==> src/design/mm_macros.svh <==
`ifndef MM_MACROS_SVH
`define MM_MACROS_SVH

// --------------------
// lane geometry
// --------------------
`define MM_SIMD_WIDTH 2  // elements per stream word
`define MM_LOG_SIMD   1  // log2 of lane count

// element and address widths
`define MM_W_D 32  // one signed element
`define MM_W_A 9   // vector address in elements

// --------------------
// pipeline timing
// --------------------
`define MM_MULT_DEPTH 6  // multiplier stages, latency is one more

// cycles waited after the last capture before replying
// covers multiplier, accumulate, tree and packing
`define MM_DRAIN (`MM_MULT_DEPTH + 2 + `MM_SIMD_WIDTH + 1)

`endif
==> src/design/mm_pkg.sv <==
`include "mm_macros.svh"

package mm_pkg;

  // --------------------
  // data words
  // --------------------
  typedef logic signed [`MM_W_D-1:0] lane_t;  // one element

  // one stream or vector word, seen whole or per lane
  typedef union packed {
    logic [`MM_SIMD_WIDTH*`MM_W_D-1:0] flat;
    lane_t [`MM_SIMD_WIDTH-1:0]         lanes;  // lane 0 in the low bits
  } simd_word_u;

  typedef logic signed [2*`MM_W_D-1:0] product_t;  // full width product

  // --------------------
  // transfers
  // --------------------
  typedef struct packed {
    logic                                we;
    logic [`MM_W_A-`MM_LOG_SIMD-1:0]     addr;  // word address
    simd_word_u                          data;
  } a_write_t;

  // finished row sums, one per lane
  typedef struct packed {
    logic       valid;
    simd_word_u sums;
  } lane_sums_t;

endpackage

==> src/design/mm_lane_accum.sv <==
`timescale 1ns/1ps
`include "mm_macros.svh"

module mm_lane_accum (
  input  logic               CLK,
  input  logic               RST,
  input  logic               mult_start,
  input  mm_pkg::simd_word_u mult_a,
  input  mm_pkg::simd_word_u mult_b,
  input  mm_pkg::lane_t      matrix_size,
  input  logic               new_matrix,
  output mm_pkg::lane_sums_t lane_sums
);

  mm_pkg::product_t          prod [`MM_SIMD_WIDTH];
  logic [`MM_SIMD_WIDTH-1:0] prod_vld;
  mm_pkg::lane_t             acc [`MM_SIMD_WIDTH];  // running row sums
  logic [`MM_W_D-1:0]        elem_count;             // elements done in this row
  logic                      step;
  logic                      row_end;
  logic                      sum_vld;
  mm_pkg::simd_word_u        sums_q;

  // --------------------
  // one multiplier per lane
  // --------------------
  for (genvar i = 0; i < `MM_SIMD_WIDTH; i++) begin : g_lane
    mm_multiplier u_mult (
      .CLK   (CLK),
      .RST   (RST),
      .in_a  (mult_a.lanes[i]),
      .in_b  (mult_b.lanes[i]),
      .start (mult_start),
      .rslt  (prod[i]),
      .valid (prod_vld[i])
    );
  end

  assign step    = &prod_vld;  // lanes run in lockstep
  assign row_end = (elem_count + `MM_SIMD_WIDTH >= $unsigned(matrix_size));

  always_ff @(posedge CLK) begin
    if (RST || new_matrix) begin
      elem_count <= '0;
      sum_vld    <= 1'b0;
      for (int j = 0; j < `MM_SIMD_WIDTH; j++) begin
        acc[j] <= '0;
      end
    end else begin
      sum_vld <= step && row_end;
      if (step) begin
        elem_count <= row_end ? '0 : elem_count + `MM_SIMD_WIDTH;
        for (int j = 0; j < `MM_SIMD_WIDTH; j++) begin
          // low word only, 32-bit wraparound
          acc[j] <= row_end ? '0 : acc[j] + prod[j][`MM_W_D-1:0];
        end
      end
    end
  end

  // finished sums, held until the next row ends
  always_ff @(posedge CLK) begin
    if (step && row_end) begin
      for (int j = 0; j < `MM_SIMD_WIDTH; j++) begin
        sums_q.lanes[j] <= acc[j] + prod[j][`MM_W_D-1:0];
      end
    end
  end

  assign lane_sums.valid = sum_vld;
  assign lane_sums.sums  = sums_q;

endmodule

==> src/design/mm_multiplier.sv <==
`timescale 1ns/1ps
`include "mm_macros.svh"

module mm_multiplier (
  input  logic             CLK,
  input  logic             RST,
  input  mm_pkg::lane_t    in_a,
  input  mm_pkg::lane_t    in_b,
  input  logic             start,
  output mm_pkg::product_t rslt,
  output logic             valid
);

  // product register plus plain delay stages
  localparam int MAG_STAGES = `MM_MULT_DEPTH - 1;

  logic [`MM_W_D-1:0]   mag_a;
  logic [`MM_W_D-1:0]   mag_b;
  logic [2*`MM_W_D-1:0] mag_pipe [MAG_STAGES];
  logic [`MM_MULT_DEPTH-1:0] neg_sr;  // product sign, per stage
  logic [`MM_MULT_DEPTH:0]   vld_sr;

  // --------------------
  // magnitude datapath
  // --------------------
  always_ff @(posedge CLK) begin
    // most negative input maps to 2**31, still fits unsigned
    mag_a  <= in_a[`MM_W_D-1] ? $unsigned(-in_a) : $unsigned(in_a);
    mag_b  <= in_b[`MM_W_D-1] ? $unsigned(-in_b) : $unsigned(in_b);
    neg_sr <= {neg_sr[`MM_MULT_DEPTH-2:0], in_a[`MM_W_D-1] ^ in_b[`MM_W_D-1]};
    mag_pipe[0] <= {{`MM_W_D{1'b0}}, mag_a} * {{`MM_W_D{1'b0}}, mag_b};
    for (int k = 1; k < MAG_STAGES; k++) begin
      mag_pipe[k] <= mag_pipe[k-1];
    end
    // sign restored on the way out
    if (neg_sr[`MM_MULT_DEPTH-1]) begin
      rslt <= -$signed(mag_pipe[MAG_STAGES-1]);
    end else begin
      rslt <= $signed(mag_pipe[MAG_STAGES-1]);
    end
  end

  // --------------------
  // valid tracks the data, depth+1 cycles
  // --------------------
  always_ff @(posedge CLK) begin
    if (RST) begin
      vld_sr <= '0;
    end else begin
      vld_sr <= {vld_sr[`MM_MULT_DEPTH-1:0], start};
    end
  end

  assign valid = vld_sr[`MM_MULT_DEPTH];

endmodule

==> config.mk <==
export PLATFORM = sky130hd
export DESIGN_NAME = mm_lane_accum
export DESIGN_NICKNAME = d
export VERILOG_FILES = /design/src/design/mm_pkg.sv /design/src/design/mm_lane_accum.sv /design/src/design/mm_multiplier.sv
export VERILOG_INCLUDE_DIRS = /design/src /design/src/design
export SDC_FILE = /design/constraint.sdc
export NUM_CORES = 2
export LEC_CHECK = 0
export BUFFER_PORTS_ARGS = -buffer_cell sky130_fd_sc_hd__buf_2
export CORE_MARGIN = 2
export CORE_UTILIZATION = 55
export CTS_CLUSTER_DIAMETER = 100
export DETAILED_ROUTE_END_ITERATION = 6
export PLACE_DENSITY = 0.72
export SLEW_MARGIN = 20
export SYNTH_ARGS = -nofsm -noshare
export SYNTH_HDL_FRONTEND = slang
export SYNTH_SLANG_ARGS = --single-unit
==> constraint.sdc <==
create_clock -name CLK -period 9.8 [get_ports CLK]
set_input_delay 1.96 -clock CLK [delete_from_list [all_inputs] [get_ports CLK]]
set_output_delay 1.96 -clock CLK [all_outputs]
set_load 0.02 [all_outputs]
### Yosys cells after proc, flatten, opt, wreduce, memory -nomap -nowiden

Memories as Yosys holds them, arrays and structs flattened.
Index checks and enable logic that the tools add are counted.

* output and inout bits: 65
* memories: 3
* input bits: 164
* register bits after elaboration: 315
* RAM bits: 704

* $lt $le $gt $ge: 1
* bitwise gates (word level): 4
* multipliers: 2
* add/sub/neg operators: 11
* muxes and demuxes: 16
* reduce and logical (&&, ||, !) cells: 3

Memory list
* g_lane[0].u_mult.mag_pipe: words 5, bits a word 64, read ports 5, clocked after Yosys merged registers in 0, write ports 5, line mm_multiplier.sv:19 `` logic [2*`MM_W_D-1:0] mag_pipe [MAG_STAGES]; ``
* g_lane[1].u_mult.mag_pipe: words 5, bits a word 64, read ports 5, clocked after Yosys merged registers in 0, write ports 5, line mm_multiplier.sv:19
* acc: words 2, bits a word 32, read ports 2, clocked after Yosys merged registers in 0, write ports 2, line mm_lane_accum.sv:17 `` mm_pkg::lane_t acc [`MM_SIMD_WIDTH]; ``

Operators by type and width (count)
* two-way mux 32 bit: 7
* negator 32 bit: 6
* adder 32 bit: 4
* multiplier 32 x 32 -> 64 bit: 2
* two-way mux 31 bit: 4
* adder 32 x 2 -> 32 bit, second input constant: 1
* >= comparator 32 bit: 1
* two-way mux 1 bit: 5
* bitwise OR 1 bit: 2
* AND reduction 2 bit: 1
* bitwise XOR 1 bit: 2
* logical AND 1 bit: 1
* logical OR 1 bit: 1

### Depth between registers and ports, before layout

* depth in word-level cells: 5
* mapped depth: 29
* gate-level depth less buffers: 27

### By module

A second synthesis with hierarchy kept.

* cell total of the unflattened synthesis: 10175
* area, all modules: 100961.8 um2

By module, submodules not included
* mm_multiplier (g_lane[0].u_mult): times used 1, area an instance 45554.9 um2, cells each 4623
* mm_multiplier (g_lane[1].u_mult): times used 1, area an instance 45436.1 um2, cells each 4573
* mm_lane_accum: times used 1, area an instance 9970.8 um2, cells each 979

### Worst setup path before layout

No wires, ideal clock.

* kind: reg-to-reg
* start: register g_lane[1].u_mult.mag_b[2]
* end: memory g_lane[1].u_mult.mag_pipe[0][29] in the netlist's numbering
* stages on the path, launching flop included: 26
* data required time: 9.728 ns
* arrival time: 6.878 ns
* setup time: 0.072 ns
* period minus slack after synthesis: 6.950 ns
* path buffers: 2
* setup slack: 2.850 ns
* cell sequence: dfxtp_1 > clkbuf_1 > clkbuf_1 > and2_1 > fa_1 > inv_1 > fa_1 > fa_1 > fa_1 > inv_1 > fa_1 > fa_1 > fa_1 > inv_1 > fa_1 > inv_1 > ha_1 > a21o_1 > a21oi_1 > nor2_1 > or4_1 > a211o_1 > o211ai_1 > nand2b_1 > a21oi_1 > xnor2_1

RTL lines
* from (decl): line mm_multiplier.sv:18 `` logic [`MM_W_D-1:0] mag_b; ``
* from (signal assigned): line mm_multiplier.sv:29 `` mag_b <= in_b[`MM_W_D-1] ? $unsigned(-in_b) : $unsigned(in_b); ``
* to (decl): line mm_multiplier.sv:19

==> out/metrics.yaml <==
outcome: "finished clean"
cts.sinks: 691
insertion_delay_ns: 0.65
initial_core_util_pct: 55.4
wl_um: 123000
syn-num-nets: 6820
num_rows: 116
grt-ovfl-total: 0
cts_max_level: 3
slew_viol_final: 0
cts.clk_slew.worst_paths_ns: 0.06
hold_viol_final: 0
post-route-drc-count: 0
crit_fanout: 26
grt_use_total_pct: 25.0
drt-pass1-iter-count: 7
async_reset_ff_share_pct: 0
grt_antenna_before_repair: 2
min_period_ns: 7.77
grt_max_degree: 65
grt_pass1_vias: 39700
syn_avg_cell_area_sq_um: 10.1
synth_cell_types: 63
crit_type: "register to register"
ios: 229
ff2ff_setup_slack_ns: 2.03
syn_inst: 5492
postCtsHoldBufs: 0
synth.most_common_cell: "inv_1"
cpPeakStageDelay_ns: 1.06
relSlewSlack_pct: 25.0
crit_required_ns: 10.35
fin_crit_sh_pct: 79.3
worst_pin_slew_ns: 1.12
drive_above_1_share_pct: 7.29
clk_path_buf_depth: 3
yosysTopAreaCellShare_pct: 29.5
synthFlopType: "dfxtp_1"
port_buffers: 228
nNetsFinal: 6965
maxCapViolCount: 0
rsz0062_at_grt: "no"
start_kind: "register"
dpl.hpwl_um: 93600
ys_top_cells_by_count: "inv_1, fa_1, and2_1"
hold_slack_ns: 0.312
ys_warn_count: 0
critPathSlowestCell: "dfxtp_1"
fin_util_pct: 60.3
synth_area_sq_um: 55500
coreArea_sq_um: 100000
globalplace.congestion: 0.895
fmax_mhz: 129
endpoint_kind: "register"
drtIter0Drc: 2111
crit_start: "g_lane[1].u_mult.mag_b[6]$_DFF_P_"
synthTopCellsByArea: "fa_1, dfxtp_1, and2_1"
cts_setup_buffers: 0
crit_top_cell: "fa_1"
cts_buffers: 74
syn_to_final_growth_pct: 8.73
cts_tree: "built"
die_h_um: 322
synth_enable_flop_cells: 128
crit_chain: "and2_1, fa_1, fa_1, fa_1, inv_1, fa_1, inv_1, fa_1, fa_1, fa_1, inv_1, fa_1, inv_1, ha_1, a21o_1, a21oi_1, nor2_1, or4_1, a211o_1, o211ai_1, nand2b_1, a21oi_1, xnor2_1"
ant_nets: 0
arrival_ns: 8.32
dieArea_sq_um: 104000
cts_root_buf: "clkbuf_16"
routedWlPerCell_um: 17.6
ys_ff_latch: 691
yosys.area.top_type: "fa_1"
setup_viol: 0
via_per_inst: 5.29
yosysSeqAreaShare_pct: 27.2
grt_pass1_wl_um: 205000
postCtsResizedCells: 0
die_w_um: 322
hp-start: "g_lane[1].u_mult.mag_pipe[0][6]$_DFF_P_"
hold_path_class: "register to register"
tns_ns: 0
vias: 37000
timing.rr.start: "g_lane[1].u_mult.mag_b[6]$_DFF_P_"
fin_skew_ns: 0.0270
cells by family after synthesis:
| kind of cell | share of synthesized area (%) |
|---|---|
| XOR/XNOR | 6.91 |
| multiplexers | 0.0180 |
| adder cells (fa/ha/maj) | 37.3 |
| AND/OR/NAND/NOR | 15.0 |
| AO/OA/AOI/OAI | 6.03 |
| flip-flops | 27.2 |
| buffers and inverters | 7.48 |
worst paths after layout:
path,endpoint,depth (start not counted)
setup reg to reg,g_lane[1].u_mult.mag_pipe[0][29]$_DFF_P_,23
setup / recovery,g_lane[1].u_mult.mag_pipe[0][29]$_DFF_P_,23
hold reg to reg,g_lane[1].u_mult.mag_pipe[0][70]$_DFF_P_,0
hold / removal,g_lane[1].u_mult.mag_pipe[0][70]$_DFF_P_,0
metal layers:
metal	vias to the layer above	share of wire [%]	GRT usage, %
met2	1179	46	40.8
met3	294	6.7	4.13
li1	17300	-	-
met5	-	0	0
met4	0	3.8	9.42
met1	18200	44	33.6
critical path: cells and delay by family (launching register included):
family / cells / cell delay (ns)
buffers and inverters: 4 / 0.20
and+or+nand+nor: 4 / 0.87
DFF: 1 / 1.06
xor gates and xnor gates: 1 / 0.13
adders and majority gates: 9 / 4.33
AOI/OAI and AO/OA: 5 / 1.05
metrics by stage:
stage / cells / setup slack [ns] / cell area, sq um
2_1_floorplan: 5492 / 2.85 / 55500
3_3_place_gp: 6859 / 2.30 / 57900
3_5_place_dp: 6859 / 2.19 / 57900
4_1_cts: 6992 / 2.08 / 60400
5_1_grt: 6992 / 1.74 / 60400
6_report: 6993 / 2.03 / 60400
state kept, by name, indices dropped and copies added (netlist names):
signal,flops
g_lane.u_mult.neg_sr,12
g_lane.u_mult.mag_pipe,320
g_lane.u_mult.mag_a,64
g_lane.u_mult.mag_b,64
sum_vld,1
g_lane.u_mult.rslt,64
elem_count,31
acc,64
g_lane.u_mult.vld_sr,7
sums_q,64
area by class of cell:
class	instances	area (sq um)
clock inverter	27	307
timing repair buffer	274	1490
inverter	901	3380
sequential	691	15100
tap	1298	1620
clock buffer	106	2190
antenna	1	2.50
multi-input combinational	3695	36300
fill	8384	39800
cell usage in the layout (no fill, tap or decap), types with 25 or more instances in the layout:
master,synthesis,layout
a21o_1,60,60
a21oi_1,114,114
and2_1,710,710
and3_1,26,26
buf_2,0,228
buf_4,1,46
clkbuf_16,0,77
dfxtp_1,563,560
edfxtp_1,128,128
fa_1,818,818
ha_1,346,346
inv_1,901,900
nand2_1,536,536
nand2b_1,28,28
nand3_1,31,31
nor2_1,79,79
nor3_1,26,25
o21ai_0,126,126
o31ai_1,51,51
or3_1,37,37
or4_1,28,28
xnor2_1,373,373
xor2_1,65,65
Power is left out: the tool's default activity adds up to more than one toggle a clock period on the data nets, which glitch-free logic cannot reach.
