**config.mk**
```make
export PLATFORM = sky130hd
export DESIGN_NAME = mm_control
export DESIGN_NICKNAME = d
export VERILOG_FILES = /design/src/design/mm_pkg.sv /design/src/design/mm_control.sv
export VERILOG_INCLUDE_DIRS = /design/src /design/src/design
export SDC_FILE = /design/constraint.sdc
export NUM_CORES = 1
export LEC_CHECK = 0
export BUFFER_PORTS_ARGS = -buffer_cell sky130_fd_sc_hd__buf_2
export CAP_MARGIN = 0
export CELL_PAD_IN_SITES_DETAIL_PLACEMENT = 1
export CELL_PAD_IN_SITES_GLOBAL_PLACEMENT = 1
export CORE_MARGIN = 2
export CORE_UTILIZATION = 44
export CTS_BUF_LIST = sky130_fd_sc_hd__clkbuf_2 sky130_fd_sc_hd__clkbuf_4 sky130_fd_sc_hd__clkbuf_8
export CTS_CLUSTER_SIZE = 25
export DETAILED_ROUTE_END_ITERATION = 8
export GPL_TIMING_DRIVEN = 0
export PLACE_DENSITY_LB_ADDON = 0.1
export SYNTH_ARGS = -nofsm -noshare
export SYNTH_HDL_FRONTEND = slang
export SYNTH_SLANG_ARGS = --single-unit
```
**constraint.sdc**
```tcl
create_clock -name CLK -period 10.6 [get_ports CLK]
set_clock_uncertainty 0.05 [all_clocks]
set_input_delay 1.06 -clock CLK [delete_from_list [all_inputs] [get_ports CLK]]
set_output_delay 1.06 -clock CLK [all_outputs]
set_load 0.01 [all_outputs]
```
**src/design/mm_macros.svh**
```systemverilog
`ifndef MM_MACROS_SVH
`define MM_MACROS_SVH

// --------------------
// lane geometry
// --------------------
`define MM_SIMD_WIDTH 2  // elements per stream word
`define MM_LOG_SIMD   1  // log2 of lane count

// element and address widths
`define MM_W_D 32  // one signed element
`define MM_W_A 9   // vector address in elements

// --------------------
// pipeline timing
// --------------------
`define MM_MULT_DEPTH 6  // multiplier stages, latency is one more

// cycles waited after the last capture before replying
// covers multiplier, accumulate, tree and packing
`define MM_DRAIN (`MM_MULT_DEPTH + 2 + `MM_SIMD_WIDTH + 1)

`endif
```
**src/design/mm_pkg.sv**
```systemverilog
`include "mm_macros.svh"

package mm_pkg;

  // --------------------
  // data words
  // --------------------
  typedef logic signed [`MM_W_D-1:0] lane_t;  // one element

  // one stream or vector word, seen whole or per lane
  typedef union packed {
    logic [`MM_SIMD_WIDTH*`MM_W_D-1:0] flat;
    lane_t [`MM_SIMD_WIDTH-1:0]         lanes;  // lane 0 in the low bits
  } simd_word_u;

  typedef logic signed [2*`MM_W_D-1:0] product_t;  // full width product

  // --------------------
  // transfers
  // --------------------
  typedef struct packed {
    logic                                we;
    logic [`MM_W_A-`MM_LOG_SIMD-1:0]     addr;  // word address
    simd_word_u                          data;
  } a_write_t;

  // finished row sums, one per lane
  typedef struct packed {
    logic       valid;
    simd_word_u sums;
  } lane_sums_t;

endpackage

```
**src/design/mm_control.sv**
```systemverilog
`timescale 1ns/1ps
`include "mm_macros.svh"

module mm_control (
  input  logic                            CLK,
  input  logic                            RST,
  input  logic                            cmd_req,
  input  mm_pkg::lane_t                   cmd_data,
  output logic                            cmd_ack,
  output logic                            rsp_req,
  output mm_pkg::lane_t                   rsp_data,
  input  logic                            rsp_ack,
  input  logic                            b_valid,
  output logic                            b_deq,
  input  mm_pkg::simd_word_u              b_data,
  output logic [`MM_W_A-`MM_LOG_SIMD-1:0] ram_addr,
  input  mm_pkg::simd_word_u              ram_q,
  output logic                            mult_start,
  output mm_pkg::simd_word_u              mult_a,
  output mm_pkg::simd_word_u              mult_b,
  output mm_pkg::lane_t                   matrix_size,
  output logic                            new_matrix
);

  localparam logic [2:0] ST_IDLE  = 3'd0;  // wait for matrix size
  localparam logic [2:0] ST_SIZE  = 3'd1;  // size handshake closing
  localparam logic [2:0] ST_CMD   = 3'd2;  // wait for computation size
  localparam logic [2:0] ST_STRM  = 3'd3;
  localparam logic [2:0] ST_TAIL  = 3'd4;  // last word being captured
  localparam logic [2:0] ST_DRAIN = 3'd5;
  localparam logic [2:0] ST_RSP   = 3'd6;

  logic [2:0]         state;
  logic [`MM_W_D-1:0] comp_size;    // stream words in this computation
  logic [`MM_W_D-1:0] deq_count;
  logic [`MM_W_D-1:0] cycle_count;
  logic [7:0]         wait_cnt;
  logic               d_deq;        // word arrives this cycle
  logic [`MM_W_D-1:0] row_words;
  logic [`MM_W_D-1:0] addr_ext;
  logic               last_addr;
  logic               last_deq;
  logic               size_take;

  // --------------------
  // stream dequeue and address wrap
  // --------------------
  assign row_words = $unsigned(matrix_size) >> `MM_LOG_SIMD;
  assign addr_ext  = {{(`MM_W_D-`MM_W_A+`MM_LOG_SIMD){1'b0}}, ram_addr};
  assign last_addr = (addr_ext == row_words - 1'b1);
  assign b_deq     = (state == ST_STRM) && b_valid && (deq_count != comp_size);
  assign last_deq  = b_deq && (deq_count + 1'b1 == comp_size);
  assign size_take = (state == ST_IDLE) && cmd_req && !cmd_ack;

  // --------------------
  // run FSM
  // --------------------
  always_ff @(posedge CLK) begin
    if (RST) begin
      state       <= ST_IDLE;
      cmd_ack     <= 1'b0;
      rsp_req     <= 1'b0;
      new_matrix  <= 1'b0;
      comp_size   <= '0;
      deq_count   <= '0;
      wait_cnt    <= '0;
      ram_addr    <= '0;
      matrix_size <= '0;
    end else begin
      new_matrix <= 1'b0;
      if (cmd_ack && !cmd_req) begin
        cmd_ack <= 1'b0;  // requester let go
      end
      if (b_deq) begin
        deq_count <= deq_count + 1'b1;
        ram_addr  <= last_addr ? '0 : ram_addr + 1'b1;  // next vector word
      end
      case (state)
        ST_IDLE: begin
          if (size_take) begin
            matrix_size <= cmd_data;
            cmd_ack     <= 1'b1;
            new_matrix  <= 1'b1;  // clears the sums downstream
            ram_addr    <= '0;
            state       <= ST_SIZE;
          end
        end
        ST_SIZE: begin
          if (!cmd_req) begin
            state <= ST_CMD;
          end
        end
        ST_CMD: begin
          if (cmd_req && !cmd_ack) begin
            cmd_ack   <= 1'b1;
            comp_size <= cmd_data;
            deq_count <= '0;
            state     <= (cmd_data == '0) ? ST_IDLE : ST_STRM;  // zero ends the matrix
          end
        end
        ST_STRM: begin
          if (last_deq) begin
            state <= ST_TAIL;
          end
        end
        ST_TAIL: begin
          wait_cnt <= '0;
          state    <= ST_DRAIN;
        end
        ST_DRAIN: begin
          wait_cnt <= wait_cnt + 1'b1;
          if (wait_cnt == `MM_DRAIN) begin
            rsp_req <= 1'b1;
            state   <= ST_RSP;
          end
        end
        ST_RSP: begin
          if (rsp_req && rsp_ack) begin
            rsp_req <= 1'b0;
          end else if (!rsp_req && !rsp_ack) begin
            state <= ST_CMD;  // four-phase done
          end
        end
        default: state <= ST_IDLE;
      endcase
    end
  end

  // capture strobe, one cycle behind the dequeue
  always_ff @(posedge CLK) begin
    if (RST) begin
      d_deq      <= 1'b0;
      mult_start <= 1'b0;
    end else begin
      d_deq      <= b_deq;
      mult_start <= d_deq;
    end
  end

  always_ff @(posedge CLK) begin
    if (d_deq) begin
      mult_a <= ram_q;   // vector word
      mult_b <= b_data;  // matrix word
    end
    if (state == ST_DRAIN && wait_cnt == `MM_DRAIN) begin
      rsp_data <= cycle_count;
    end
  end

  // cycles since the matrix size came in
  always_ff @(posedge CLK) begin
    if (RST || size_take) begin
      cycle_count <= '0;
    end else begin
      cycle_count <= cycle_count + 1'b1;
    end
  end

endmodule

```
[After elaboration in Yosys (flattened, before gate mapping)]
Index checks and enable logic that the tools add are counted.
Storage, ports and cells
  register bits after elaboration: 312
  input port bits: 165
  logic and storage cells: 88
Operators by class
  add/sub/neg operators: 5
  equality and inequality tests: 18
  mux-type cells: 25
  bitwise logic cells: 1
  reductions and logical operators: 24
Operators by type and width (count)
  $mux 32: 3
  $add 32x1->32 const B: 2
  $eq 32x32->1: 1
  $eq 8x32->1: 1
  $logic_not 32->1: 1
  $mux 8: 4
  $ne 32x32->1: 1
  $sub 31x1->32 const B: 1
  $mux 3: 7
  $pmux 3 s7: 1
  $add 8x1->8 const B: 2
  $ne 2x2->1 const B: 8
  $pmux 8 s2: 1
  $logic_and 1x1->1: 10
  $eq 3x3->1 const B: 3
  $eq 8x4->1 const B: 1
  $reduce_and 7->1: 1
  $eq 3x2->1 const B: 2
  $mux 1: 6
  $logic_not 1->1: 4
  $pmux 1 s2: 2
  $reduce_and 2->1: 2
  $reduce_bool 2->1: 2
  $eq 3x1->1 const B: 1
  6 further kinds: 6

[Longest topological paths before layout]
  depth in word-level cells: 6
  depth in mapped cells: 12
  depth with buffers taken out: 10

[Least setup slack after synthesis]
Ideal clock, no wire load.
  kind: flip-flop to flip-flop
  start point: register state[0]
  end point: register rsp_data[0] (enable)
  setup time: 0.463 ns
  data arrival time: 3.188 ns
  setup slack: 6.899 ns
  cell stages (with the launch flop): 5
  buffers on the path: 2
  clock period less this slack: 3.701 ns
  path through: dfxtp_1 -> clkbuf_1 -> clkbuf_1 -> nand2_1 -> nor3_1
Between the ends
  cells in the longest elaborated chain, start to end: 2
RTL lines
  from (decl): RTL line mm_control.sv:33  | logic [2:0] state;
  from (signal assigned): RTL line mm_control.sv:98  | state <= (cmd_data == '0) ? ST_IDLE : ST_STRM;
  $eq 3x3->1: RTL line mm_control.sv:145  | if (state == ST_DRAIN && wait_cnt == `MM_DRAIN) begin
  $logic_and 1x1->1 (no source line)
  to (signal assigned): RTL line mm_control.sv:146  | rsp_data <= cycle_count;
  to (decl): RTL line mm_control.sv:11  | output mm_pkg::lane_t rsp_data,
Every way passes these cells.
A chain may end at the register's enable or synchronous reset.

[Final worst setup path]
  start point: register deq_count[20]
  end point: output b_deq
Between the ends
  cells in the longest elaborated chain, start to end: 2
RTL lines
  from (decl): RTL line mm_control.sv:35  | logic [`MM_W_D-1:0] deq_count;
  from (signal assigned): RTL line mm_control.sv:75  | deq_count <= deq_count + 1'b1;
  $ne 32x32->1: RTL line mm_control.sv:51  | assign b_deq = (state == ST_STRM) && b_valid && (deq_count != comp_size);
  $logic_and 1x1->1: RTL line mm_control.sv:51
  to (decl): RTL line mm_control.sv:14  | output logic b_deq,
Every way passes these cells.

==> impl_metrics.prom <==
# TYPE chip_impl_metric gauge
chip_impl_metric{name="worst-r2r-cell-count",unit=""} 12
chip_impl_metric{name="layout_min_cycle_time",unit="ns"} 5.48
chip_impl_metric{name="min_period_over_period",unit=""} 0.517
chip_impl_metric{name="p_comb_frac",unit=""} 0.122
chip_impl_metric{name="half_perimeter_wire_length_after_placement",unit="µm"} 32000
chip_impl_info{name="r2r-end",value="deq_count[10]$_SDFF_PP0_"} 1
chip_impl_info{name="crit_end",value="b_deq"} 1
chip_impl_metric{name="synth.yosys.warnings",unit=""} 0
chip_impl_metric{name="grt_overflow_total",unit=""} 0
chip_impl_info{name="crit_path_start_kind",value="register"} 1
chip_impl_metric{name="post_cts_resize_count",unit=""} 0
chip_impl_info{name="cts-root-buf",value="sky130_fd_sc_hd__clkbuf_8"} 1
chip_impl_info{name="critical_path_startpoint",value="deq_count[20]$_SDFF_PP0_"} 1
chip_impl_metric{name="pin_count_of_the_biggest_net_entering_global_routing",unit=""} 61
chip_impl_metric{name="cts_post_setup_buffers_inserted",unit=""} 0
chip_impl_info{name="clock_tree_from_tritoncts",value="built"} 1
chip_impl_info{name="netlist.top_cell.by_area",value="sky130_fd_sc_hd__edfxtp_1"} 1
chip_impl_metric{name="switching_share",unit=""} 0.262
chip_impl_metric{name="coreArea",unit="mm²"} 0.0279
chip_impl_metric{name="synth_nets",unit=""} 1314
chip_impl_metric{name="tritoncts.num_buffers",unit=""} 52
chip_impl_metric{name="wl",unit="µm"} 41800
chip_impl_metric{name="io_buffers",unit=""} 369
chip_impl_metric{name="clock.fmax",unit="MHz"} 183
chip_impl_metric{name="synth_area",unit="mm²"} 0.0125
chip_impl_metric{name="grt_use_total",unit=""} 0.272
chip_impl_metric{name="synth_largest_type_area_fraction",unit=""} 0.385
chip_impl_metric{name="slew_viol_final",unit=""} 0
chip_impl_metric{name="cellLeakagePower",unit="nW"} 6.16
chip_impl_metric{name="powerDensity",unit="mW/mm²"} 177
chip_impl_metric{name="drive_gt1_frac",unit=""} 0.300
chip_impl_metric{name="cell_variety_after_synth",unit=""} 64
chip_impl_metric{name="synth.yosys.seq_area_share",unit=""} 0.629
chip_impl_metric{name="postSynthCellCount",unit=""} 1144
chip_impl_metric{name="clock_sinks",unit=""} 312
chip_impl_metric{name="setup-tns-final",unit="ns"} 0
chip_impl_metric{name="num_vias",unit=""} 10412
chip_impl_info{name="setup.worst_path.end_class",value="primary output"} 1
chip_impl_metric{name="dieWidth",unit="µm"} 172
chip_impl_metric{name="nets",unit=""} 1741
chip_impl_metric{name="final-hold-violation-count",unit=""} 0
chip_impl_metric{name="r2r_setup_slack",unit="ns"} 6.49
chip_impl_info{name="rsz_0062_raised_after_global_routing",value="false"} 1
chip_impl_metric{name="whs_path_depth",unit=""} 0
chip_impl_metric{name="io-pin-count",unit=""} 370
chip_impl_info{name="outcome",value="finished clean"} 1
chip_impl_metric{name="h-tree-depth",unit=""} 2
chip_impl_info{name="worstHoldPathType",value="register to register"} 1
chip_impl_metric{name="place_congestion",unit=""} 0.885
chip_impl_metric{name="timing.final.setup_violations",unit=""} 0
chip_impl_metric{name="synth.ff_latch_count",unit=""} 312
chip_impl_metric{name="power_report.internal_total",unit="mW"} 2.09
chip_impl_metric{name="fp.dieArea",unit="mm²"} 0.0297
chip_impl_metric{name="worstSkewPairLatency",unit="ns"} 0.57
chip_impl_metric{name="postSynthAreaPerCell",unit="µm²"} 10.9
chip_impl_metric{name="worstPathArrival",unit="ns"} 4.37
chip_impl_metric{name="post_cts_hold_buffer_count",unit=""} 0
chip_impl_metric{name="grt_pass1_vias",unit=""} 10710
chip_impl_metric{name="drv.max_cap_violation_count",unit=""} 0
chip_impl_metric{name="power.share.clock",unit=""} 0.402
chip_impl_metric{name="synth_enable_flop_cells",unit=""} 160
chip_impl_metric{name="tightestPinTransition",unit="ns"} 1.00
chip_impl_metric{name="hold_slack",unit="ns"} 0.413
chip_impl_metric{name="wl_per_cell",unit="µm"} 21.0
chip_impl_metric{name="cp_max_fo",unit=""} 10
chip_impl_metric{name="max-slew-margin-rel",unit=""} 0.332
chip_impl_metric{name="floorplan.die.height",unit="µm"} 172
chip_impl_info{name="setup.worst_path.class",value="register to primary output"} 1
chip_impl_info{name="netlist_top_cells_count",value="sky130_fd_sc_hd__nand2_1 (187), sky130_fd_sc_hd__edfxtp_1 (160), sky130_fd_sc_hd__dfxtp_1 (152)"} 1
chip_impl_metric{name="floorplan.initialDensity",unit=""} 0.448
chip_impl_metric{name="num_rows",unit=""} 61
chip_impl_info{name="yosys.cell_count.top_type",value="sky130_fd_sc_hd__nand2_1"} 1
chip_impl_metric{name="drt_first_pass_iters",unit=""} 5
chip_impl_metric{name="antenna_violations_before_repair",unit=""} 0
chip_impl_metric{name="p_switching",unit="mW"} 0.740
chip_impl_info{name="synth_top_flop_cell",value="sky130_fd_sc_hd__edfxtp_1"} 1
chip_impl_metric{name="critPathRequiredTime",unit="ns"} 9.49
chip_impl_metric{name="cts.path.max_buffers",unit=""} 3
chip_impl_metric{name="max-vdd-ir-drop",unit="mV"} 0.107
chip_impl_metric{name="grt_pass1_wl",unit="µm"} 61500
chip_impl_metric{name="routed_via_density",unit=""} 5.23
chip_impl_metric{name="flow.area_growth_from_synthesis",unit="%"} 28.2
chip_impl_metric{name="ant_nets",unit=""} 0
chip_impl_info{name="timing.rr.start",value="deq_count[20]$_SDFF_PP0_"} 1
chip_impl_metric{name="power_frac_seq",unit=""} 0.476
chip_impl_info{name="synth_area_leaders",value="sky130_fd_sc_hd__edfxtp_1 (39%), sky130_fd_sc_hd__dfxtp_1 (24%), sky130_fd_sc_hd__nand2_1 (5.6%)"} 1
chip_impl_metric{name="drt_first_iter_violations",unit=""} 492
chip_impl_metric{name="clkTransAtPathRegs",unit="ns"} 0.06
chip_impl_metric{name="synthArstFlopShare",unit=""} 0
chip_impl_metric{name="drt_drc_violations_left",unit=""} 0
==> layout by cell type, fill, tap and decap left out, drive strengths merged, types with 5 or more instances in the layout <==
| cell type | instances |
|---|---|
| edfxtp | 160 |
| inv | 12 |
| nand3 | 42 |
| a21oi | 75 |
| a22oi | 5 |
| a31oi | 8 |
| and2 | 7 |
| nor3 | 27 |
| o31ai | 6 |
| nor4 | 25 |
| buf | 382 |
| o21ai | 15 |
| clkinv | 18 |
| nor2 | 123 |
| and4 | 10 |
| ha | 5 |
| and3 | 7 |
| nand2 | 187 |
| nand2b | 5 |
| or3 | 9 |
| nand4 | 25 |
| xor2 | 57 |
| mux2i | 5 |
| bufinv | 5 |
| nor4b | 5 |
| or4 | 7 |
| clkbuf | 111 |
| dfxtp | 152 |
| xnor2 | 69 |
==> layout make-up <==
cell class	instances	area [µm²]
sequential	312	7850
clock inverter	23	245
antenna	1	2.50
clock buffer	71	865
inverter	12	45.0
tap	378	473
buffer	49	200
timing repair buffer	373	1920
multi-input combinational	771	4390
fill	3215	11900
==> sequential cells by signal (all words and copies together), names as in the netlist <==
register     cells
comp_size       32
rsp_data        32
mult_start       1
ram_addr         8
wait_cnt         8
cmd_ack          1
rsp_req          1
new_matrix       1
mult_b          64
mult_a          64
state            3
matrix_size     32
cycle_count     32
d_deq            1
deq_count       32
==> metrics by stage <==
step                cells  power [mW]  setup slack (ns)   util  instance area [µm²]
floorplan            1144        1.56              6.90      -                12500
global placement     1891        1.70              5.47  0.531                14800
detailed placement   1895        1.71              5.57  0.534                14900
CTS                  1989        2.85              5.17  0.574                16000
global route         1989        2.94              4.95  0.574                16000
finish               1990        2.83              5.12  0.574                16000
==> worst max-delay path, cell delays in order (launching register included) <==
cell                       delay (ns)
sky130_fd_sc_hd__dfxtp_1         0.31
sky130_fd_sc_hd__clkbuf_1        0.31
sky130_fd_sc_hd__xor2_1          0.22
sky130_fd_sc_hd__or2_2           0.16
sky130_fd_sc_hd__nor3_1          0.06
sky130_fd_sc_hd__nand3_1         0.16
sky130_fd_sc_hd__nand2_1         0.46
sky130_fd_sc_hd__inv_1           0.40
sky130_fd_sc_hd__clkbuf_1        0.61
sky130_fd_sc_hd__buf_1           0.82
sky130_fd_sc_hd__buf_2           0.27
==> power by group through the flow <==
stage                     Combinational [mW]  Sequential (mW)  Clock (mW)
after floorplan                        0.186             1.37           0
after global placement                 0.325             1.38           0
after detailed placement               0.340             1.37           0
after CTS                              0.343             1.35        1.16
after global routing                   0.378             1.35        1.22
final                                  0.343             1.35        1.14
==> worst min-delay path by stage <==
stage / from / to
after floorplan: cycle_count[31]$_SDFF_PP0_ / rsp_data[31]$_DFFE_PP_
after global placement: cycle_count[31]$_SDFF_PP0_ / rsp_data[31]$_DFFE_PP_
after detailed placement: cycle_count[31]$_SDFF_PP0_ / rsp_data[31]$_DFFE_PP_
after CTS: cycle_count[31]$_SDFF_PP0_ / rsp_data[31]$_DFFE_PP_
after global routing: cycle_count[31]$_SDFF_PP0_ / rsp_data[31]$_DFFE_PP_
final: cycle_count[31]$_SDFF_PP0_ / rsp_data[31]$_DFFE_PP_
==> kinds of logic (layout without fill, tap and decap cells) <==
logic type	Yosys count	count (layout)	synth area share
simple gates	500	500	0.189
flops	312	312	0.629
compound gates	135	135	0.0645
xor+xnor	126	126	0.0885
buf+inv	61	528	0.0197
fa+ha+maj	5	5	0.00502
mux	5	5	0.00401
other cells	0	1	0
==> per-layer routing <==
metal	global-route usage	vias to the layer above	part of all wire
li1	-	4905	-
met4	0.0891	0	0.028
met3	0.0778	82	0.076
met2	0.482	341	0.51
met5	0	-	0
met1	0.315	5084	0.38
(Power assumes the default switching activity.)
