<file path="src/design/mm_macros.svh">
`ifndef MM_MACROS_SVH
`define MM_MACROS_SVH

// --------------------
// lane geometry
// --------------------
`define MM_SIMD_WIDTH 2  // elements per stream word
`define MM_LOG_SIMD   1  // log2 of lane count

// element and address widths
`define MM_W_D 32  // one signed element
`define MM_W_A 9   // vector address in elements

// --------------------
// pipeline timing
// --------------------
`define MM_MULT_DEPTH 6  // multiplier stages, latency is one more

// cycles waited after the last capture before replying
// covers multiplier, accumulate, tree and packing
`define MM_DRAIN (`MM_MULT_DEPTH + 2 + `MM_SIMD_WIDTH + 1)

`endif
</file>
<file path="src/design/mm_pkg.sv">
`include "mm_macros.svh"

package mm_pkg;

  // --------------------
  // data words
  // --------------------
  typedef logic signed [`MM_W_D-1:0] lane_t;  // one element

  // one stream or vector word, seen whole or per lane
  typedef union packed {
    logic [`MM_SIMD_WIDTH*`MM_W_D-1:0] flat;
    lane_t [`MM_SIMD_WIDTH-1:0]         lanes;  // lane 0 in the low bits
  } simd_word_u;

  typedef logic signed [2*`MM_W_D-1:0] product_t;  // full width product

  // --------------------
  // transfers
  // --------------------
  typedef struct packed {
    logic                                we;
    logic [`MM_W_A-`MM_LOG_SIMD-1:0]     addr;  // word address
    simd_word_u                          data;
  } a_write_t;

  // finished row sums, one per lane
  typedef struct packed {
    logic       valid;
    simd_word_u sums;
  } lane_sums_t;

endpackage

</file>
<file path="src/design/mm_row_reduce.sv">
`timescale 1ns/1ps
`include "mm_macros.svh"

module mm_row_reduce (
  input  logic               CLK,
  input  logic               RST,
  input  mm_pkg::lane_sums_t lane_sums,
  output logic               c_valid,
  output mm_pkg::simd_word_u c_data
);

  mm_pkg::lane_t         row_sum;
  logic                  row_valid;
  logic [`MM_LOG_SIMD:0] pack_cnt;   // rows already in the word
  logic                  word_full;

  // --------------------
  // adder tree
  // --------------------
  if (`MM_LOG_SIMD == 0) begin : g_single
    mm_pkg::lane_t sum_q;
    logic          vld_q;
    always_ff @(posedge CLK) begin
      sum_q <= lane_sums.sums.lanes[0];  // one lane, just a register
    end
    always_ff @(posedge CLK) begin
      if (RST) begin
        vld_q <= 1'b0;
      end else begin
        vld_q <= lane_sums.valid;
      end
    end
    assign row_sum   = sum_q;
    assign row_valid = vld_q;
  end else begin : g_tree
    for (genvar l = 0; l < `MM_LOG_SIMD; l++) begin : g_lvl
      localparam int NODES = `MM_SIMD_WIDTH >> (l + 1);
      mm_pkg::lane_t [2*NODES-1:0] src;
      logic                        src_vld;
      mm_pkg::lane_t [NODES-1:0]   sum_q;
      logic                        vld_q;
      if (l == 0) begin : g_src_in
        assign src     = lane_sums.sums.lanes;
        assign src_vld = lane_sums.valid;
      end else begin : g_src_prev
        assign src     = g_lvl[l-1].sum_q;  // previous level
        assign src_vld = g_lvl[l-1].vld_q;
      end
      always_ff @(posedge CLK) begin
        for (int j = 0; j < NODES; j++) begin
          sum_q[j] <= src[2*j] + src[2*j+1];  // pairwise
        end
      end
      always_ff @(posedge CLK) begin
        if (RST) begin
          vld_q <= 1'b0;
        end else begin
          vld_q <= src_vld;
        end
      end
    end
    assign row_sum   = g_lvl[`MM_LOG_SIMD-1].sum_q[0];
    assign row_valid = g_lvl[`MM_LOG_SIMD-1].vld_q;
  end

  // --------------------
  // pack rows into output words
  // --------------------
  assign word_full = (pack_cnt == `MM_SIMD_WIDTH - 1);

  always_ff @(posedge CLK) begin
    if (RST) begin
      pack_cnt <= '0;
      c_valid  <= 1'b0;
    end else begin
      c_valid <= row_valid && word_full;  // every SIMD_WIDTH-th row
      if (row_valid) begin
        pack_cnt <= word_full ? '0 : pack_cnt + 1'b1;
      end
    end
  end

  // shift down, newest row in the top lane
  always_ff @(posedge CLK) begin
    if (row_valid) begin
      for (int k = 0; k < `MM_SIMD_WIDTH - 1; k++) begin
        c_data.lanes[k] <= c_data.lanes[k+1];
      end
      c_data.lanes[`MM_SIMD_WIDTH-1] <= row_sum;
    end
  end

endmodule

</file>
<file path="config.mk">
export PLATFORM = sky130hd
export DESIGN_NAME = mm_row_reduce
export DESIGN_NICKNAME = d
export VERILOG_FILES = /design/src/design/mm_pkg.sv /design/src/design/mm_row_reduce.sv
export VERILOG_INCLUDE_DIRS = /design/src /design/src/design
export SDC_FILE = /design/constraint.sdc
export NUM_CORES = 1
export LEC_CHECK = 0
export ABC_AREA = 1
export BUFFER_PORTS_ARGS = -buffer_cell sky130_fd_sc_hd__buf_4
export CAP_MARGIN = 10
export CORE_MARGIN = 5
export CORE_UTILIZATION = 57
export DETAILED_ROUTE_END_ITERATION = 7
export GPL_ROUTABILITY_DRIVEN = 0
export PLACE_DENSITY_LB_ADDON = 0.15
export SLEW_MARGIN = 5
export SYNTH_ARGS = -nofsm -noshare
export SYNTH_HDL_FRONTEND = slang
export SYNTH_SLANG_ARGS = --single-unit
</file>
<file path="constraint.sdc">
create_clock -name CLK -period 5.9 [get_ports CLK]
set_input_delay 0.59 -clock CLK [delete_from_list [all_inputs] [get_ports CLK]]
set_output_delay 0.59 -clock CLK [all_outputs]
set_load 0.05 [all_outputs]
</file>
Word level (Yosys, flattened, before mapping). Index checks and enable logic that the tools add are counted.

Bits in writable memories: 0. Memories kept: 0. Memory bits (read-only): 0. Bits in registers: 100. Output and inout bits: 65. Word-level logic and storage cells: 10. Latch bits: 0. Input port bits: 67.

Muxes and demuxes: 1. Add/sub/neg operators: 2. Shifts and indexed selects: 0. Divide/modulo/power cells: 0. Eq/ne operators: 1. Reduce and logical (&&, ||, !) cells: 1. Bitwise logic cells: 0. Magnitude comparators: 0. $mul: 0.

Operators with widths (number): 32-bit adder (1); 2-bit by 1-bit adder with 2-bit output, second input constant (1); 2-bit by 1-bit == test with 1-bit output, second input constant (1); 2-bit two-way mux (1); 1-bit logical AND (1).

Longest topological paths before layout. Gate-level depths: netlist of the first run.

Depth in word-level cells: 2. Gate-level depth with buffers: 12. Depth with buffers taken out: 12.

Worst setup path before layout of the first run. Ideal clock, no wire load.

Kind: register to register. Start: reg g_tree.g_lvl[0].vld_q. End: reg pack_cnt[0]. Setup slack: 3.642 ns. Setup time: 0.122 ns. Arrival time: 2.136 ns. Cell stages (with the launch flop): 3. Required time: 5.778 ns. Period minus slack after synthesis: 2.258 ns. Path through: dfxtp_1 > nand2_1 > nor3b_1.

RTL lines: start: declaration (line mm_row_reduce.sv:41) `logic vld_q;`; start signal: assignment (line mm_row_reduce.sv:58) `vld_q <= src_vld;`; end signal: assignment (line mm_row_reduce.sv:78) `pack_cnt <= word_full ? '0 : pack_cnt + 1'b1;`; end: declaration (line mm_row_reduce.sv:14) `` logic [`MM_LOG_SIMD:0] pack_cnt; ``.

Worst setup path after layout of the first run.
Start: in lane_sums[0] (netlist name). End: reg g_tree.g_lvl[0].sum_q[28] (netlist name).

Word-level cells in the longest chain between the ends: 1.

RTL lines: start: declaration (line mm_row_reduce.sv:7) `input mm_pkg::lane_sums_t lane_sums,`; 32-bit adder (line mm_row_reduce.sv:51) `sum_q[j] <= src[2*j] + src[2*j+1];`; end signal: indexed assignment (line mm_row_reduce.sv:51); end: declaration (line mm_row_reduce.sv:40) `mm_pkg::lane_t [NODES-1:0] sum_q;`.

Every way passes these cells. A chain may end at the register's enable or synchronous reset.

==> run metrics, run 1 <==
run status complete, no violations; Clock transition at path regs 0.08 ns; Ports 132; Clock Root Buffer clkbuf_8; post-cts repair resize count 0; ant diodes 0; initial core utilization 58.33%; sequential cell area 2644 µm²; IO buf count 131; final critical-path required period 1.989 ns; remaining antenna violation count 0; DR pass1 iterations 5; mux cell area share after synthesis 0%; floorplan row count 34; Most used DFF post-synth edfxtp_1; Hold Buf Count CTS 0; register area share after synthesis 52.20%; type of origin of the critical path primary input; # setup viols final 0; metal3 WL 763 µm; DP HPWL 8.927 mm; Num Clock Sinks 100; share of cells above drive strength 1 23.33%; fillcell total 636; syn avg cell area 8.409 µm²; uppermost layer routed met4; # DRC 0; vias post-DR 4209; max cap viols 0; critical path endpoint category flip-flop; Iter 0 DRT Violations 257; Max clock buf depth 2; Pins Over Slew Limit 0; Synth Instances 602; Synth Area in Simple Gates 26.10%; syn nets 701; die area 10870 µm²; xor and xnor area share after synthesis 2.768%; worst-skew pair later-pin latency 0.34 ns; Nets 844; Core Area 8678 µm²; post-synth cell types 23; Leakage 3.359 nW; Worst Hold Class reg2reg; Post-CTS Setup Inserts 0; largest net degree at the start of global routing 67; first-pass GRT wire length 18.03 mm; endpoints failing hold 0; RSZ-0062 raised after global routing no; layout overhead on the synthesized area 25.61%; die extent in y 104.2 µm; Placed Cells 842; number of enable flip-flop cells after synthesis 64; post-synthesis compound-gate area fraction 2.496%; Post-Layout Cell Count 858; total grt overflow 0; Crit Path Max Fanout 4; CTS tree done; die width 104.2 µm; ys async rst share 0%; worst vdd ir 0.1224 mV; Fmax 0.5027 GHz; mapped cell area 5062 µm²; Crit Path Class in2reg; Yosys reg bits 100; H-tree levels 3; Placed Area 6190 µm²; Slew headroom 48.84%; Multi-input gate area 1996 µm²; Routed met1 length 4.726 mm; worst endpoint required time 6.13 ns; vias in the first global route 4063; PD cells 262.5 nW/µm²; Tcrit/Tclk final 33.72%; Ys Warns 0; worst slew pin tran 0.7675 ns; Synth Area in Adders 8.057%; met2 WL 4.950 mm; largest family of logic cells by synthesized area simple AND/OR/NAND/NOR gates; final worst clock skew 0.01139 ns; post-layout util 73.27%; total CTS buffers 9; worst path arrival time 2.22 ns; Tot GR Track Use 19.98%; setup TNS 0 ns; initial antenna violation count 0; via/cell ratio 4.906; final WL 10.63 mm; routed len/inst 12.39 µm; cell area after layout 6359 µm²
==> layer usage <==
| layer | vias up | GRT usage, % |
|---|---|---|
| li1 | 2156 | - |
| met1 | 1856 | 27.29 |
| met2 | 179 | 31.60 |
| met3 | 18 | 4.283 |
| met4 | 0 | 6.938 |
| met5 | - | 0 |
==> final timing paths <==
check                              endpoint  cells past startpoint  slack (ns)                 startpoint
setup / recovery  g_tree.g_lvl[0].sum_q[28]                     13        3.91               lane_sums[0]
hold / removal                   c_data[51]                      0        0.40  g_tree.g_lvl[0].sum_q[19]
hold reg to reg                  c_data[51]                      0        0.40  g_tree.g_lvl[0].sum_q[19]
setup reg to reg                pack_cnt[0]                      3        4.46      g_tree.g_lvl[0].vld_q
==> cell usage after synthesis (2+ instances only) <==
master,n,area (µm²)
nand4_1,3,18.77
nor2_1,41,153.9
nand3_1,23,115.1
nand2_1,223,837.1
ha_1,31,387.9
nand3_2,4,40.04
inv_1,110,412.9
a21oi_1,19,95.09
edfxtp_1,64,1922
nor2_2,2,12.51
xnor2_1,2,17.52
xor2_1,14,122.6
nor3_1,4,20.02
o21bai_1,2,15.01
dfxtp_1,36,720.7
nand2_2,14,87.58
inv_2,3,11.26
nor3_2,2,20.02
==> worst max-delay path, cell delays in order <==
cell and delay, ns:
buf_4 0.11, ha_1 0.26, fa_1 0.46, nand3_1 0.13, nand3_2 0.09, nand2_1 0.08
nand2_2 0.08, nand2_1 0.08, nand2_2 0.07, nand2_1 0.09, nand2_1 0.06, nand2_1 0.07
nand2_1 0.05
==> metrics by stage <==
step	total power, mW	setup WS, ns	hold slack [ns]
3_3_place_gp	1.313	3.696	0.3872
5_1_grt	1.770	3.807	0.3830
4_1_cts	1.679	3.959	0.3959
3_5_place_dp	1.326	3.599	0.3887
6_report	1.669	3.911	0.4044
2_1_floorplan	1.178	3.642	0.3855
==> power by group <==
part	switching, mW	internal, mW
sequential	0.0254	0.839
clock	0.205	0.153
combinational	0.296	0.149
==> layout by cell type, fill, tap and decap left out, drive strengths merged, types with 6 or more instances in the layout <==
cell type    n
dfxtp       36
ha          31
inv        113
nand2      237
nand3       27
buf        132
nor2        43
nor3         6
a21oi       20
edfxtp      64
clkinv       6
clkbuf      10
xor2        14
==> flip-flops by register name, indices dropped and copies added (netlist names) <==
| name | flops |
|---|---|
| c_data | 64 |
| g_tree.g_lvl.vld_q | 1 |
| c_valid | 1 |
| pack_cnt | 2 |
| g_tree.g_lvl.sum_q | 32 |
==> layout make-up <==
class | instances | area share, %
Clock inverter | 6 | 0.6494
Multi-Input combinational cell | 389 | 31.39
Tap cell | 108 | 2.125
Inverter | 113 | 6.671
Timing Repair Buffer | 132 | 15.58
Clock buffer | 10 | 2.007
Sequential cell | 100 | 41.58
==> cells by family after synthesis <==
logic type	after synthesis
fa+ha+maj	32
xor+xnor	16
simple gates	318
flops	100
compound gates	23
buf+inv	113
No activity file was read; power rests on OpenSTA's default activity.
==> inputs of run 2 (changes only) <==
--- a/config.mk
+++ b/config.mk
@@ -6,11 +6,11 @@
 export SDC_FILE = /design/constraint.sdc
 export NUM_CORES = 1
 export LEC_CHECK = 0
-export ABC_AREA = 1
+export ABC_AREA = 0
 export BUFFER_PORTS_ARGS = -buffer_cell sky130_fd_sc_hd__buf_4
 export CAP_MARGIN = 10
 export CORE_MARGIN = 5
-export CORE_UTILIZATION = 57
+export CORE_UTILIZATION = 51
 export DETAILED_ROUTE_END_ITERATION = 7
 export GPL_ROUTABILITY_DRIVEN = 0
 export PLACE_DENSITY_LB_ADDON = 0.15
==> constraint.sdc (replaced) <==
create_clock -name CLK -period 1.9 [get_ports CLK]
set_input_delay 0.19 -clock CLK [delete_from_list [all_inputs] [get_ports CLK]]
set_output_delay 0.19 -clock CLK [all_outputs]
set_load 0.05 [all_outputs]
==> run 2 against run 1 <==
  * The run now ends with setup timing left
  * Clock skew is 0.0030 ns lower
  * Highest routed layer unchanged
  * Sequential cell count stayed put
  * Wire length is 4.8% lower
  * Count of clock-buffer cells in the layout is 1 lower
  * Sequential share of layout area is 0.70 points higher
  * Largest power group unchanged
  * Final area is 1.7% lower
==> run metrics, run 2 <==
Internal Power 3.875 mW (+240%); Synth Instances 346 (-43%); Yosys reg bits 100 (unchanged); most frequent cells in the layout buf_4 (195), edfxtp_1 (64), dfxtp_1 (35); type of origin of the critical path primary input; NetSw 1.650 mW (+210%); Num Clock Sinks 100 (unchanged); H-tree levels 3 (unchanged); max cap viols 0 (unchanged); top cell family by delay on the critical path compound AO/OA/AOI/OAI gates; worst vdd ir 0.4478 mV (+270%); Net Sw Frac 29.87% (-1.7 points); run status finished, violations left; first-pass GRT wire length 15.55 mm (-14%); combinational share of power 27.5% (+0.8 points); worst r2r dst c_data[15]; layout overhead on the synthesized area 42.76%; failing checks setup timing; max reg flops 64 (unchanged); Slew headroom 74.03% (+25 points); final worst clock skew 0.008433 ns (-0.002960 ns); count leader, synth edfxtp_1; r2r setup slk 0.87 ns (-3.59 ns); # setup viols final 2 (+2); share of cells above drive strength 1 43.74% (+20 points); register area share after synthesis 60.33% (+8.1 points); endpoints failing hold 0 (unchanged); Tcrit/Tclk final 101.9%; mux cell area share after synthesis 0.4570% (+0.46 points); worst path arrival time 2.17 ns (-0.05 ns); Area contributors post-synth edfxtp_1 (44%), dfxtp_1 (16%), ha_1 (8.9%); Total Power 5.526 mW (+230%); number of enable flip-flop cells after synthesis 64 (unchanged); critical path endpoint category flip-flop; r2r startpoint g_tree.g_lvl[0].vld_q; IO buf count 131 (unchanged); post-synth cell types 52 (+130%); Yosys top cell area share 43.87% (+5.9 points); largest family of logic cells by synthesized area compound AO/OA/AOI/OAI gates; DP HPWL 7.915 mm (-11%); cell taking the most area after synthesis edfxtp_1; RSZ-0062 raised after global routing yes; setup TNS -0.04312 ns (-0.04312 ns); Placed Area 5977 µm² (-3.4%); remaining antenna violation count 0 (unchanged); Crit Path Max Fanout 3 (-1); Max clock buf depth 2 (unchanged); Core Area 8299 µm² (-4.4%); Nets 645 (-24%); initial core utilization 52.78% (-5.6 points); ys async rst share 0% (unchanged); routed len/inst 15.43 µm (+25%); final WL 10.12 mm (-4.8%); Sequential Power Share 49.4% (-2.4 points); Tot GR Track Use 18.91% (-1.1 points); syn avg cell area 12.66 µm² (+51%); initial antenna violation count 0 (unchanged); clock power share 23.1% (+1.6 points); Worst Hold Class in2reg; Crit Path Class in2reg; Ports 132 (unchanged); Min Hold Slack 0.01928 ns (-0.3851 ns); final critical-path required period 1.935 ns; cell area after layout 6254 µm² (-1.7%); via/cell ratio 5.148 (+4.9%); # DRC 0 (unchanged); worst-skew pair later-pin latency 0.35 ns (about the same); worst slew pin tran 0.3896 ns (-0.3779 ns); Placed Cells 637 (-24%); Hold Buf Count CTS 0 (unchanged); ant diodes 0 (unchanged); CP Cell Sequence buf_6 > ha_4 > fa_2 > a211oi_4 > o21bai_1 > a21oi_2 > o21bai_1 > a21oi_2 > o31ai_2 > xor2_1; worst endpoint required time 2.13 ns (-4.00 ns); final worst slack -0.03533 ns (-3.946 ns); Iter 0 DRT Violations 209 (-19%); Worst path max stage delay 0.39 ns (-0.07 ns); syn nets 445 (-37%); die extent in y 102.7 µm (-1.5%); vias post-DR 3377 (-20%); Most used DFF post-synth edfxtp_1; post-synthesis compound-gate area fraction 13.48% (+11 points); FF-to-FF path depth 1 (-2); Clock transition at path regs 0.09 ns (about the same); Pins Over Slew Limit 0 (unchanged); vias in the first global route 3347 (-18%); Ys Warns 0 (unchanged); floorplan row count 33 (-2.9%); Post-Place Worst Slack -0.3823 ns (-3.981 ns); Synth Area in Simple Gates 8.426% (-18 points); Hold Path Cell Cnt 2 (+2); Post-Layout Cell Count 656 (-24%); CP bufs+invs 1 (unchanged); total CTS buffers 9 (unchanged); Synth top cells by count edfxtp_1 (64), dfxtp_1 (36), a21oi_1 (34); DR pass1 iterations 4 (-1); Clock Root Buffer clkbuf_8; Synth Area in Adders 9.312% (+1.3 points); total grt overflow 0 (unchanged); Fmax 0.5167 GHz; hold_sp RST; xor and xnor area share after synthesis 6.198% (+3.4 points); CTS tree done; die area 10540 µm² (-3.0%); Leakage 2.740 nW (-18%); die width 102.7 µm (-1.5%); worst hold endpoint g_tree.g_lvl[0].vld_q; largest net degree at the start of global routing 66 (-1.5%); commonest non-fill, non-tap cell in the layout buf_4; Max stage delay cell, worst path fa_2; post-layout util 75.35% (+2.1 points); mapped cell area 4380 µm² (-13%); PD cells 883.6 nW/µm² (+240%)
run 2: changes by cell type after synthesis, sizes merged, moves of 4 or more:
cell | before | now
a21o | 1 | 9
and3 | 0 | 6
buf | 0 | 5
xnor2 | 2 | 20
clkbuf | 0 | 4
nor2 | 43 | 17
a21oi | 20 | 35
nand2 | 237 | 24
o21ai | 0 | 21
nand3 | 27 | 10
inv | 113 | 4
run 2: logic make-up (layout without fill, tap and decap cells):
family / after synthesis / in the layout
simple gates: 75 / 75
mux: 2 / 2
compound gates: 93 / 93
xor+xnor: 31 / 31
buf+inv: 13 / 218
fa+ha+maj: 32 / 32
flops: 100 / 100
run 2: routing by layer:
| layer | up-vias | wire [µm] | part of all wire (%) | global-route usage (%) |
|---|---|---|---|---|
| met5 | - | 0 | 0 | 0 |
| met4 | 0 | 191 | 1.9 | 6.155 |
| met2 | 109 | 5005 | 49 | 32.37 |
| met1 | 1556 | 4301 | 42 | 24.30 |
| met3 | 12 | 623 | 6.2 | 3.518 |
| li1 | 1700 | - | - | - |
run 2: worst max path at each step:
| stage | start | endpoint | slack (ns) | depth (start not counted) |
|---|---|---|---|---|
| floorplan | lane_sums[0] | g_tree.g_lvl[0].sum_q[16] | -0.04 | 9 |
| global placement | lane_sums[0] | g_tree.g_lvl[0].sum_q[30] | -0.28 | 10 |
| detailed placement | lane_sums[0] | g_tree.g_lvl[0].sum_q[30] | -0.38 | 10 |
| CTS | lane_sums[0] | g_tree.g_lvl[0].sum_q[30] | 0.01 | 10 |
| global route | lane_sums[0] | g_tree.g_lvl[0].sum_q[18] | -0.12 | 10 |
| finish | lane_sums[0] | g_tree.g_lvl[0].sum_q[18] | -0.04 | 10 |
run 2: layout make-up:
cell class | count | area [µm²]
Timing Repair Buffer | 198 | 1506
Clock buffer | 9 | 123.9
Inverter | 4 | 15.01
Clock inverter | 7 | 67.56
Sequential cell | 100 | 2644
Tap cell | 105 | 131.4
Fill cell | 567 | 2046
Multi-Input combinational cell | 233 | 1765
run 2: power by group through the flow:
stage / Combinational, mW / Clock, mW / Sequential, mW
2_1_floorplan: 0.515 / 0 / 3.13
3_3_place_gp: 1.44 / 0 / 2.76
3_5_place_dp: 1.47 / 0 / 2.78
4_1_cts: 1.48 / 1.31 / 2.73
5_1_grt: 1.63 / 1.39 / 2.76
6_report: 1.52 / 1.28 / 2.73
run 2: timing repair:
item	in CTS	in global routing
endpoints found under the setup margin	1	8
pin swaps	1	9
resized for setup	0	16
setup buffers	1	2
